### src/logic/iwmPkg.sv
// iwmPkg: disk address width, drive sense register codes, strobe command codes, IWM write byte union
package iwmPkg;

	localparam int diskAddrWidth = 22; // byte address into the disk image memory

	// drive sense registers, selected by {CA2, CA1, CA0, SEL}
	localparam logic [3:0] senseDirection    = 4'b0000; // head step direction, 1 is inward
	localparam logic [3:0] senseDiskIn       = 4'b0001; // 0 when a disk is in the drive
	localparam logic [3:0] senseStepping     = 4'b0010; // 0 while the head settles
	localparam logic [3:0] senseWriteProtect = 4'b0011; // never protected here
	localparam logic [3:0] senseMotorOn      = 4'b0100; // 0 when the spindle runs
	localparam logic [3:0] senseTrack0       = 4'b0101; // 0 with the head on track 0
	localparam logic [3:0] senseSides        = 4'b1001; // 1 for a two-sided drive
	// every other code reads back 1

	// strobe commands, selected by {CA1, CA0, SEL} with CA2 as the argument
	localparam logic [2:0] cmdDirection = 3'b000; // CA2=1 steps inward
	localparam logic [2:0] cmdStep      = 3'b010; // move one track
	localparam logic [2:0] cmdMotor     = 3'b100; // CA2=0 starts the motor
	localparam logic [2:0] cmdEject     = 3'b110; // CA2=1 ejects

	// IWM mode register layout, low five bits of the written byte
	typedef struct packed {
		logic [2:0] unused;
		logic       clockSpeed;    // 1 = 8 MHz
		logic       bitCellTime;   // 1 = 2 us cells for 3.5" drives
		logic       motorOffTimer; // 1 = no motor-off delay
		logic       handshakeMode; // 1 = asynchronous
		logic       latchMode;     // 1 = latch held for full byte time
	} iwmModeBits;

	// byte written under Q7=Q6=1
	// becomes the mode register with both drives off, write data otherwise
	typedef union packed {
		logic [7:0] raw;
		iwmModeBits mode;
	} iwmWriteByte;

endpackage

### src/logic/iwm.sv
// iwm controller: state switch decode, register read mux, mode and write-data registers, read latch
`timescale 1ns/10ps

module iwm import iwmPkg::*; (
	input  logic        clk8,
	input  logic        _reset,
	input  logic        selectIWM,
	input  logic        _cpuRW,       // 0 on a CPU write
	input  logic        _cpuLDS,
	input  logic [15:0] dataIn,
	input  logic [3:0]  cpuAddrRegHi, // [3:1] switch number, [0] new value
	input  logic        senseInt,
	input  logic        senseExt,
	input  logic [7:0]  readDataInt,
	input  logic [7:0]  readDataExt,
	input  logic        newByteReadyInt,
	input  logic        newByteReadyExt,
	output logic [15:0] dataOut,
	output logic        ca0,
	output logic        ca1,
	output logic        ca2,
	output logic        lstrb,
	output logic        enableInt,
	output logic        enableExt
);

	localparam int clearDelay = 14; // latch clear, in clk8 cycles after a valid read ends

	logic q6, q7, selectExt;          // remaining state switches
	logic ca0Next, ca1Next, ca2Next, lstrbNext;
	logic enableIntNext, enableExtNext, selectExtNext, q6Next, q7Next;
	logic [4:0] mode;
	logic [7:0] writeData;            // held only, no serial write path
	logic [7:0] readLatch;
	logic [3:0] clearTimer;
	logic validReadPrev;
	logic [7:0] dataOutLo;
	iwmWriteByte writeByte;

	wire access   = selectIWM && !_cpuLDS;
	wire cpuRead  = access && _cpuRW;
	wire cpuWrite = access && !_cpuRW;

	// drive chosen by the select switch feeds the latch
	wire [7:0] readData     = selectExt ? readDataExt : readDataInt;
	wire       newByteReady = selectExt ? newByteReadyExt : newByteReadyInt;

	assign writeByte.raw = dataIn[7:0];

	// every access, read or write, flips one switch
	always_comb begin
		ca0Next       = ca0;
		ca1Next       = ca1;
		ca2Next       = ca2;
		lstrbNext     = lstrb;
		enableIntNext = enableInt;
		enableExtNext = enableExt;
		selectExtNext = selectExt;
		q6Next        = q6;
		q7Next        = q7;
		if (access) begin
			case (cpuAddrRegHi[3:1])
				3'd0: ca0Next = cpuAddrRegHi[0];
				3'd1: ca1Next = cpuAddrRegHi[0];
				3'd2: ca2Next = cpuAddrRegHi[0];
				3'd3: lstrbNext = cpuAddrRegHi[0];
				3'd4: begin // enable goes to the drive selected right now
					if (selectExt)
						enableExtNext = cpuAddrRegHi[0];
					else
						enableIntNext = cpuAddrRegHi[0];
				end
				3'd5: selectExtNext = cpuAddrRegHi[0];
				3'd6: q6Next = cpuAddrRegHi[0];
				default: q7Next = cpuAddrRegHi[0];
			endcase
		end
	end

	always_ff @(posedge clk8) begin
		if (!_reset) begin
			ca0       <= 1'b0;
			ca1       <= 1'b0;
			ca2       <= 1'b0;
			lstrb     <= 1'b0;
			enableInt <= 1'b0;
			enableExt <= 1'b0;
			selectExt <= 1'b0;
			q6        <= 1'b0;
			q7        <= 1'b0;
		end else begin
			ca0       <= ca0Next;
			ca1       <= ca1Next;
			ca2       <= ca2Next;
			lstrb     <= lstrbNext;
			enableInt <= enableIntNext;
			enableExt <= enableExtNext;
			selectExt <= selectExtNext;
			q6        <= q6Next;
			q7        <= q7Next;
		end
	end

	// read mux sees the switch change of the access in progress
	always_comb begin
		case ({q7Next, q6Next})
			2'b00: dataOutLo = readLatch; // bit 7 marks a valid byte
			2'b01: dataOutLo = {selectExtNext ? senseExt : senseInt, 1'b0,
				enableIntNext & enableExtNext, mode}; // status
			2'b10: dataOutLo = 8'hC0; // handshake, buffer empty and no underrun
			default: dataOutLo = 8'h00;
		endcase
	end
	assign dataOut = {8'hBE, dataOutLo};

	// Q7/Q6 writes go to mode while both drives are off
	always_ff @(posedge clk8) begin
		if (!_reset)
			mode <= 5'd0;
		else if (cpuWrite && q7Next && q6Next && !(enableInt || enableExt))
			mode <= {writeByte.mode.clockSpeed, writeByte.mode.bitCellTime,
				writeByte.mode.motorOffTimer, writeByte.mode.handshakeMode,
				writeByte.mode.latchMode};
	end

	always_ff @(posedge clk8) begin
		if (cpuWrite && q7Next && q6Next && (enableInt || enableExt))
			writeData <= writeByte.raw; // byte to be written while a drive runs
	end

	// a data register read that returned bit 7 set
	wire dataRead = cpuRead && !q7Next && !q6Next && readLatch[7];

	always_ff @(posedge clk8) begin
		if (!_reset) begin
			readLatch     <= 8'h00;
			clearTimer    <= 4'd0;
			validReadPrev <= 1'b0;
		end else begin
			validReadPrev <= dataRead;
			if (newByteReady) begin
				readLatch  <= readData;
				clearTimer <= 4'd0; // a fresh byte cancels a pending clear
			end else if (validReadPrev && !cpuRead) begin
				clearTimer <= 4'(clearDelay); // read just ended
			end else if (clearTimer != 4'd0) begin
				clearTimer <= clearTimer - 4'd1;
				if (clearTimer == 4'd1)
					readLatch <= 8'h00;
			end
		end
	end

endmodule

### src/logic/floppy.sv
// floppy drive model: sense decode, strobe commands, head position, track byte fetch engine
`timescale 1ns/10ps

module floppy import iwmPkg::*; #(
	parameter int byteCycles    = 16, // cycles between byte fetches
	parameter int bytesPerTrack = 32,
	parameter int trackCount    = 80
) (
	input  logic                     clk8,
	input  logic                     _reset,
	input  logic                     ca0,
	input  logic                     ca1,
	input  logic                     ca2,
	input  logic                     SEL,
	input  logic                     lstrb,
	input  logic                     enable,
	input  logic                     insertDisk,
	input  logic                     diskSides,   // 1 for a two-sided disk
	input  logic                     dskReadAck,
	input  logic [7:0]               dskReadData,
	output logic                     sense,
	output logic [7:0]               readData,
	output logic                     newByteReady,
	output logic                     diskEject,
	output logic                     dskReadReq,
	output logic [diskAddrWidth-1:0] dskReadAddr
);

	localparam int trackWidth  = $clog2(trackCount);
	localparam int offsetWidth = $clog2(bytesPerTrack + 1);
	localparam int waitWidth   = $clog2(byteCycles + 1);
	localparam int settleCycles = 4; // stepping sense stays low this long

	typedef enum logic [1:0] {
		fetchIdle,
		fetchRequest, // req high, waiting for ack
		fetchRelease, // req dropped, waiting for ack to fall
		fetchDeliver  // one cycle newByteReady
	} fetchState;

	fetchState state;
	logic [trackWidth-1:0]  track;
	logic [offsetWidth-1:0] offset;
	logic [waitWidth-1:0]   waitCount;
	logic [2:0]             settleCount;
	logic direction;       // 1 steps inward
	logic motorOn;
	logic inserted;
	logic lstrbPrev, insertPrev;

	wire strobe  = lstrb && !lstrbPrev && enable; // commands act on the rising edge
	wire running = enable && motorOn && inserted;
	wire side    = diskSides && SEL;
	wire [3:0] regSelect = {ca2, ca1, ca0, SEL};
	wire [2:0] command   = {ca1, ca0, SEL};

	// address = ((track * 2) + side) * bytesPerTrack + offset
	wire [diskAddrWidth-1:0] fetchAddr =
		((diskAddrWidth'(track) << 1) + diskAddrWidth'(side))
		* diskAddrWidth'(bytesPerTrack) + diskAddrWidth'(offset);

	always_comb begin
		case (regSelect)
			senseDirection:    sense = direction;
			senseDiskIn:       sense = !inserted;
			senseStepping:     sense = (settleCount == 3'd0);
			senseWriteProtect: sense = 1'b1;
			senseMotorOn:      sense = !motorOn;
			senseTrack0:       sense = (track != '0);
			senseSides:        sense = diskSides;
			default:           sense = 1'b1;
		endcase
	end

	// head, motor and media state
	always_ff @(posedge clk8) begin
		if (!_reset) begin
			track       <= '0;
			direction   <= 1'b0;
			motorOn     <= 1'b0;
			inserted    <= 1'b0;
			diskEject   <= 1'b0;
			settleCount <= 3'd0;
			lstrbPrev   <= 1'b0;
			insertPrev  <= 1'b0;
		end else begin
			lstrbPrev  <= lstrb;
			insertPrev <= insertDisk;
			diskEject  <= 1'b0;
			if (settleCount != 3'd0)
				settleCount <= settleCount - 3'd1;
			if (insertDisk && !insertPrev)
				inserted <= 1'b1;
			if (strobe) begin
				case (command)
					cmdDirection: direction <= ca2;
					cmdStep: begin
						if (direction && track != trackWidth'(trackCount - 1))
							track <= track + 1'b1;
						else if (!direction && track != '0)
							track <= track - 1'b1;
						settleCount <= 3'(settleCycles);
					end
					cmdMotor: motorOn <= !ca2;
					cmdEject: begin
						if (ca2) begin // eject wins over a same-cycle insert
							diskEject <= 1'b1;
							inserted  <= 1'b0;
							motorOn   <= 1'b0;
						end
					end
					default: ;
				endcase
			end
		end
	end

	// fetch engine, one four-phase req/ack at a time
	always_ff @(posedge clk8) begin
		if (!_reset) begin
			state      <= fetchIdle;
			waitCount  <= '0;
			offset     <= '0;
			dskReadReq <= 1'b0;
		end else begin
			case (state)
				fetchIdle: begin
					if (!running)
						waitCount <= '0;
					else if (waitCount == waitWidth'(byteCycles - 1)) begin
						dskReadReq <= 1'b1;
						state      <= fetchRequest;
					end else
						waitCount <= waitCount + 1'b1;
				end
				fetchRequest: begin
					if (dskReadAck) begin
						dskReadReq <= 1'b0;
						state      <= fetchRelease;
					end
				end
				fetchRelease: begin
					if (!dskReadAck)
						state <= fetchDeliver;
				end
				default: begin // deliver, restart the cadence here
					waitCount <= '0;
					if (offset == offsetWidth'(bytesPerTrack - 1))
						offset <= '0;
					else
						offset <= offset + 1'b1;
					state <= fetchIdle;
				end
			endcase
		end
	end

	always_ff @(posedge clk8) begin
		if (state == fetchIdle && running && waitCount == waitWidth'(byteCycles - 1))
			dskReadAddr <= fetchAddr; // held stable for the whole request
		if (state == fetchRequest && dskReadAck)
			readData <= dskReadData;
	end

	assign newByteReady = (state == fetchDeliver);

endmodule

### src/logic/floppySubsystem.sv
// floppySubsystem top level: IWM controller with internal and external 3.5" drive models
`timescale 1ns/10ps

module floppySubsystem import iwmPkg::*; #(
	parameter int byteCycles    = 16,
	parameter int bytesPerTrack = 32,
	parameter int trackCount    = 80
) (
	input  logic                     clk8,
	input  logic                     _reset,
	input  logic                     selectIWM,
	input  logic                     _cpuRW,
	input  logic                     _cpuLDS,
	input  logic [15:0]              dataIn,
	input  logic [3:0]               cpuAddrRegHi,
	input  logic                     SEL,          // head select from the VIA
	input  logic [1:0]               insertDisk,   // [0] internal, [1] external
	input  logic [1:0]               diskSides,
	input  logic                     dskReadAckInt,
	input  logic                     dskReadAckExt,
	input  logic [7:0]               dskReadData,  // shared by both drives
	output logic [15:0]              dataOut,
	output logic [1:0]               diskEject,
	output logic                     dskReadReqInt,
	output logic [diskAddrWidth-1:0] dskReadAddrInt,
	output logic                     dskReadReqExt,
	output logic [diskAddrWidth-1:0] dskReadAddrExt
);

	logic ca0, ca1, ca2, lstrb;
	logic enableInt, enableExt;
	logic senseInt, senseExt;
	logic [7:0] readDataInt, readDataExt;
	logic newByteReadyInt, newByteReadyExt;

	iwm controller (
		.clk8, ._reset, .selectIWM, ._cpuRW, ._cpuLDS, .dataIn, .cpuAddrRegHi,
		.senseInt, .senseExt, .readDataInt, .readDataExt,
		.newByteReadyInt, .newByteReadyExt,
		.dataOut, .ca0, .ca1, .ca2, .lstrb, .enableInt, .enableExt
	);

	floppy #(.byteCycles(byteCycles), .bytesPerTrack(bytesPerTrack),
		.trackCount(trackCount)) floppyInt (
		.clk8, ._reset, .ca0, .ca1, .ca2, .SEL, .lstrb,
		.enable(enableInt), .insertDisk(insertDisk[0]), .diskSides(diskSides[0]),
		.dskReadAck(dskReadAckInt), .dskReadData,
		.sense(senseInt), .readData(readDataInt), .newByteReady(newByteReadyInt),
		.diskEject(diskEject[0]), .dskReadReq(dskReadReqInt), .dskReadAddr(dskReadAddrInt)
	);

	floppy #(.byteCycles(byteCycles), .bytesPerTrack(bytesPerTrack),
		.trackCount(trackCount)) floppyExt (
		.clk8, ._reset, .ca0, .ca1, .ca2, .SEL, .lstrb,
		.enable(enableExt), .insertDisk(insertDisk[1]), .diskSides(diskSides[1]),
		.dskReadAck(dskReadAckExt), .dskReadData,
		.sense(senseExt), .readData(readDataExt), .newByteReady(newByteReadyExt),
		.diskEject(diskEject[1]), .dskReadReq(dskReadReqExt), .dskReadAddr(dskReadAddrExt)
	);

endmodule

### config.mk
export PLATFORM = sky130hd
export DESIGN_NAME = floppySubsystem
export DESIGN_NICKNAME = d
export VERILOG_FILES = /design/src/logic/iwmPkg.sv /design/src/logic/iwm.sv /design/src/logic/floppy.sv /design/src/logic/floppySubsystem.sv
export SDC_FILE = /design/constraint.sdc
export NUM_CORES = 1
export LEC_CHECK = 0
export BUFFER_PORTS_ARGS = -buffer_cell sky130_fd_sc_hd__buf_2
export CAP_MARGIN = 20
export CORE_MARGIN = 2
export CORE_UTILIZATION = 55
export DETAILED_ROUTE_END_ITERATION = 8
export PLACE_DENSITY = 0.79
export SYNTH_ARGS = -nofsm -noshare
export SYNTH_HDL_FRONTEND = slang
export SYNTH_SLANG_ARGS = --single-unit
export TNS_END_PERCENT = 50
### constraint.sdc
create_clock -name clk8 -period 3.6 [get_ports clk8]
set_input_delay 0.54 -clock clk8 [delete_from_list [all_inputs] [get_ports clk8]]
set_output_delay 0.54 -clock clk8 [all_outputs]
set_load 0.02 [all_outputs]
==> flow_summary.yaml <==
sta:
  clock-skew-final_ps: 5.32
  setup_viol: 0
  rsz0062_at_grt: "false"
  fin_setup_tns_ps: 0
  final_hold_viol_count: 0
  fmax_mhz: 327
  fin_ws_ps: 539
  fin_hold_ws_ps: 316
  worstMarginPinSlew_ps: 739
  period_share: 0.850
  min_period_ps: 3060
  final_max_slew_viol_count: 0
  relSlewSlack: 0.505
critical_path:
  crit_start: "controller.ca1$_SDFFE_PN0P_"
  cpMaxStageDelayCell: "or4b_2"
  max_stage_delay_ps: 620
  cp.required_ps: 3060
  rr_endpoint: "floppyInt.track[6]$_SDFFE_PN0P_"
  regToRegStartpoint: "floppyInt.track[1]$_SDFFE_PN0P_"
  cp-start-kind: "flop"
  critical_path.top_delay_family: "simple AND/OR/NAND/NOR gates"
  crit_type: "flop to output pin"
  r2r_slack_ps: 730
  crit_chain: "or4b_2 -> a21oi_1 -> nor2_1 -> and4b_1 -> a211oi_1 -> buf_2"
  endpoint_kind: "output pin"
  critPathBufInv: 1
  worstPathArrival_ps: 2520
  r2r_cells: 9
  critical_path.max_fanout: 12
clock_network:
  path_clk_slew_ps: 60
  insertion_delay_ps: 410
  numCtsBuffers: 17
  ctsHoldBuffers: 0
  clk_path_buf_depth: 2
  cts_root_buffer: "clkbuf_16"
  cts_setup_buffers: 0
  cts_resized: 0
  cts_tree: "built"
  cts_sinks: 130
  htreeDepth: 4
yosys:
  yosysSeqAreaShare: 0.467
  synthTopCellsByArea: "dfxtp_1, edfxtp_1, ha_1, mux2i_1, nor2_1"
  synth-seq-cells: 130
  synth_top_area_share: 0.264
  yosysMostFrequentCell: "dfxtp_1"
  ys_warn_count: 0
  synth_flop_cell: "dfxtp_1"
  synthCells: 663
  synthArstFlopShare: 0
  synth_top_area_cell: "dfxtp_1"
  avgSynthCellArea_um2: 9.82
  synthTopCellsByCount: "dfxtp_1, nor2_1, edfxtp_1"
  synth.cell_area_mm2: 0.00651
  synth.distinct_cells: 66
  synth-edff-count: 44
detailed_routing:
  vias_per_cell: 5.64
  via_count: 5009
  drc: 0
  postRouteAntennaNets: 0
  drtPass1Iterations: 5
  drt-initial-drc-count: 233
  wl_per_cell_um: 14.9
  wirelength_um: 13300
floorplan:
  start_util: 0.568
  die-area_mm2: 0.0127
  ios: 104
  rows: 39
  core-area_mm2: 0.0115
  die_w_um: 113
  fp.dieH_um: 113
placement:
  dp.cells: 855
  pre_cts_ws_ps: 601
  place_congestion: 0.855
  dp_hpwl_um: 9180
  portBuffers: 68
  dpl_cell_area_mm2: 0.00686
layout:
  area_growth_pct: 14.7
  drive_above_1_share: 0.160
  multiInputGateArea_mm2: 0.00315
  fill_cells: 855
  final_cells: 888
  n_antenna_cell: 0
  final_cell_area_mm2: 0.00747
  final_nets: 808
  seq_area_mm2: 0.00304
worst_hold_path:
  hold_class: "input pin to flop"
  min_path_cells: 1
  min_to: "floppyInt.readData[4]$_DFFE_PP_"
  min_from: "dskReadData[4]"
status:
  status: "completed"
power:
  power.switching_mw: 0.794
  combPwrFrac: 0.053
  pwr_density_cell_mw_per_mm2: 466
  power.share.sequential: 0.442
  p_leak_nw: 3.12
  vdd_ir_drop_max_v: 0.000257
  p_clk_frac: 0.504
  intPower_mw: 2.69
  swShare: 0.228
global_route:
  grt.total_usage: 0.217
  grt_max_degree: 53
  grt_pass1_wl_um: 22300
  antenna_found_initial: 0
  grt-ovfl-total: 0
  grt_pass1_vias: 4851
run:
  max_cap_violations: 0
==> kinds of logic after synthesis <==
| kind of cell | count (synthesis) | synth area share |
|---|---|---|
| flops | 130 | 0.467 |
| compound gates | 113 | 0.108 |
| xor+xnor | 32 | 0.0430 |
| other cells | 2 | 0.00115 |
| simple gates | 235 | 0.183 |
| fa+ha+maj | 36 | 0.0715 |
| buf+inv | 73 | 0.0615 |
| mux | 42 | 0.0649 |
==> flip-flops by register name (all words and copies together) (netlist names), 5 cells and up <==
signal and flops:
floppyExt.waitCount 5, floppyInt.offset 6, floppyExt.readData 8, floppyInt.dskReadAddr 14, floppyInt.track 7, floppyExt.dskReadAddr 14
floppyExt.track 7, controller.readLatch 8, floppyInt.waitCount 5, floppyExt.offset 6, controller.mode 5, floppyInt.readData 8
==> cell type report <==
class | instances | area share
Timing Repair Buffer | 75 | 0.0522
Sequential cell | 130 | 0.407
Tap cell | 143 | 0.0239
Multi-Input combinational cell | 482 | 0.422
Inverter | 26 | 0.0131
Clock inverter | 14 | 0.0243
Clock buffer | 18 | 0.0574
==> worst reg2reg max path: cells and delay by family, from the launching register on <==
family / cells / cell delay (ps)
flip-flops: 1 / 520
AO/OA/AOI/OAI: 6 / 1560
adder cells (fa/ha/maj): 1 / 290
AND/OR/NAND/NOR: 1 / 180
buffers and inverters: 1 / 230
==> cell usage in the layout (no fill, tap or decap), types with 8 or more instances in the layout <==
master	instances
ha_1	34
edfxtp_1	44
nand4_1	9
a211oi_1	8
buf_2	69
clkbuf_16	17
and3_1	9
xnor2_1	17
nor2_1	79
a21oi_1	35
mux2i_1	40
nor2b_1	8
o21ai_0	33
nand2_1	40
nand3_1	19
dfxtp_1	86
conb_1	24
nor3_1	14
xor2_1	15
and2_1	12
inv_1	25
==> worst max-delay path by stage <==
stage	slack, ps	endpoint	cells after the start
final	540	dataOut[7]	6
after global routing	360	dataOut[7]	6
after CTS	510	dataOut[7]	6
after detailed placement	600	dataOut[5]	5
after global placement	740	dataOut[7]	7
after floorplan	540	floppyInt.track[6]$_SDFFE_PN0P_	9
==> layer usage <==
metal  vias to the layer above  part of all wire  GRT usage  wire length (µm)
met5                         -                 0          0                 0
met4                         0             0.016     0.0797               217
met3                        21             0.055     0.0600               733
met2                       153              0.50      0.375              6580
met1                      2381              0.43      0.259              5740
li1                       2454                 -          -                 -
==> through the flow <==
| stage | utilization | power (mW) |
|---|---|---|
| after detailed placement | 0.598 | 1.75 |
| final | 0.652 | 3.49 |
| after global placement | 0.598 | 1.74 |
| after floorplan | - | 1.72 |
| after global routing | 0.652 | 3.60 |
| after CTS | 0.651 | 3.51 |
==> power by group through the flow <==
stage / Combinational (mW) / Clock [mW] / Sequential (mW)
2_1_floorplan: 0.152 / 0 / 1.57
3_3_place_gp: 0.170 / 0 / 1.57
3_5_place_dp: 0.182 / 0 / 1.57
4_1_cts: 0.184 / 1.79 / 1.54
5_1_grt: 0.209 / 1.85 / 1.54
6_report: 0.186 / 1.76 / 1.54
Power figures use the tool's default switching activity.
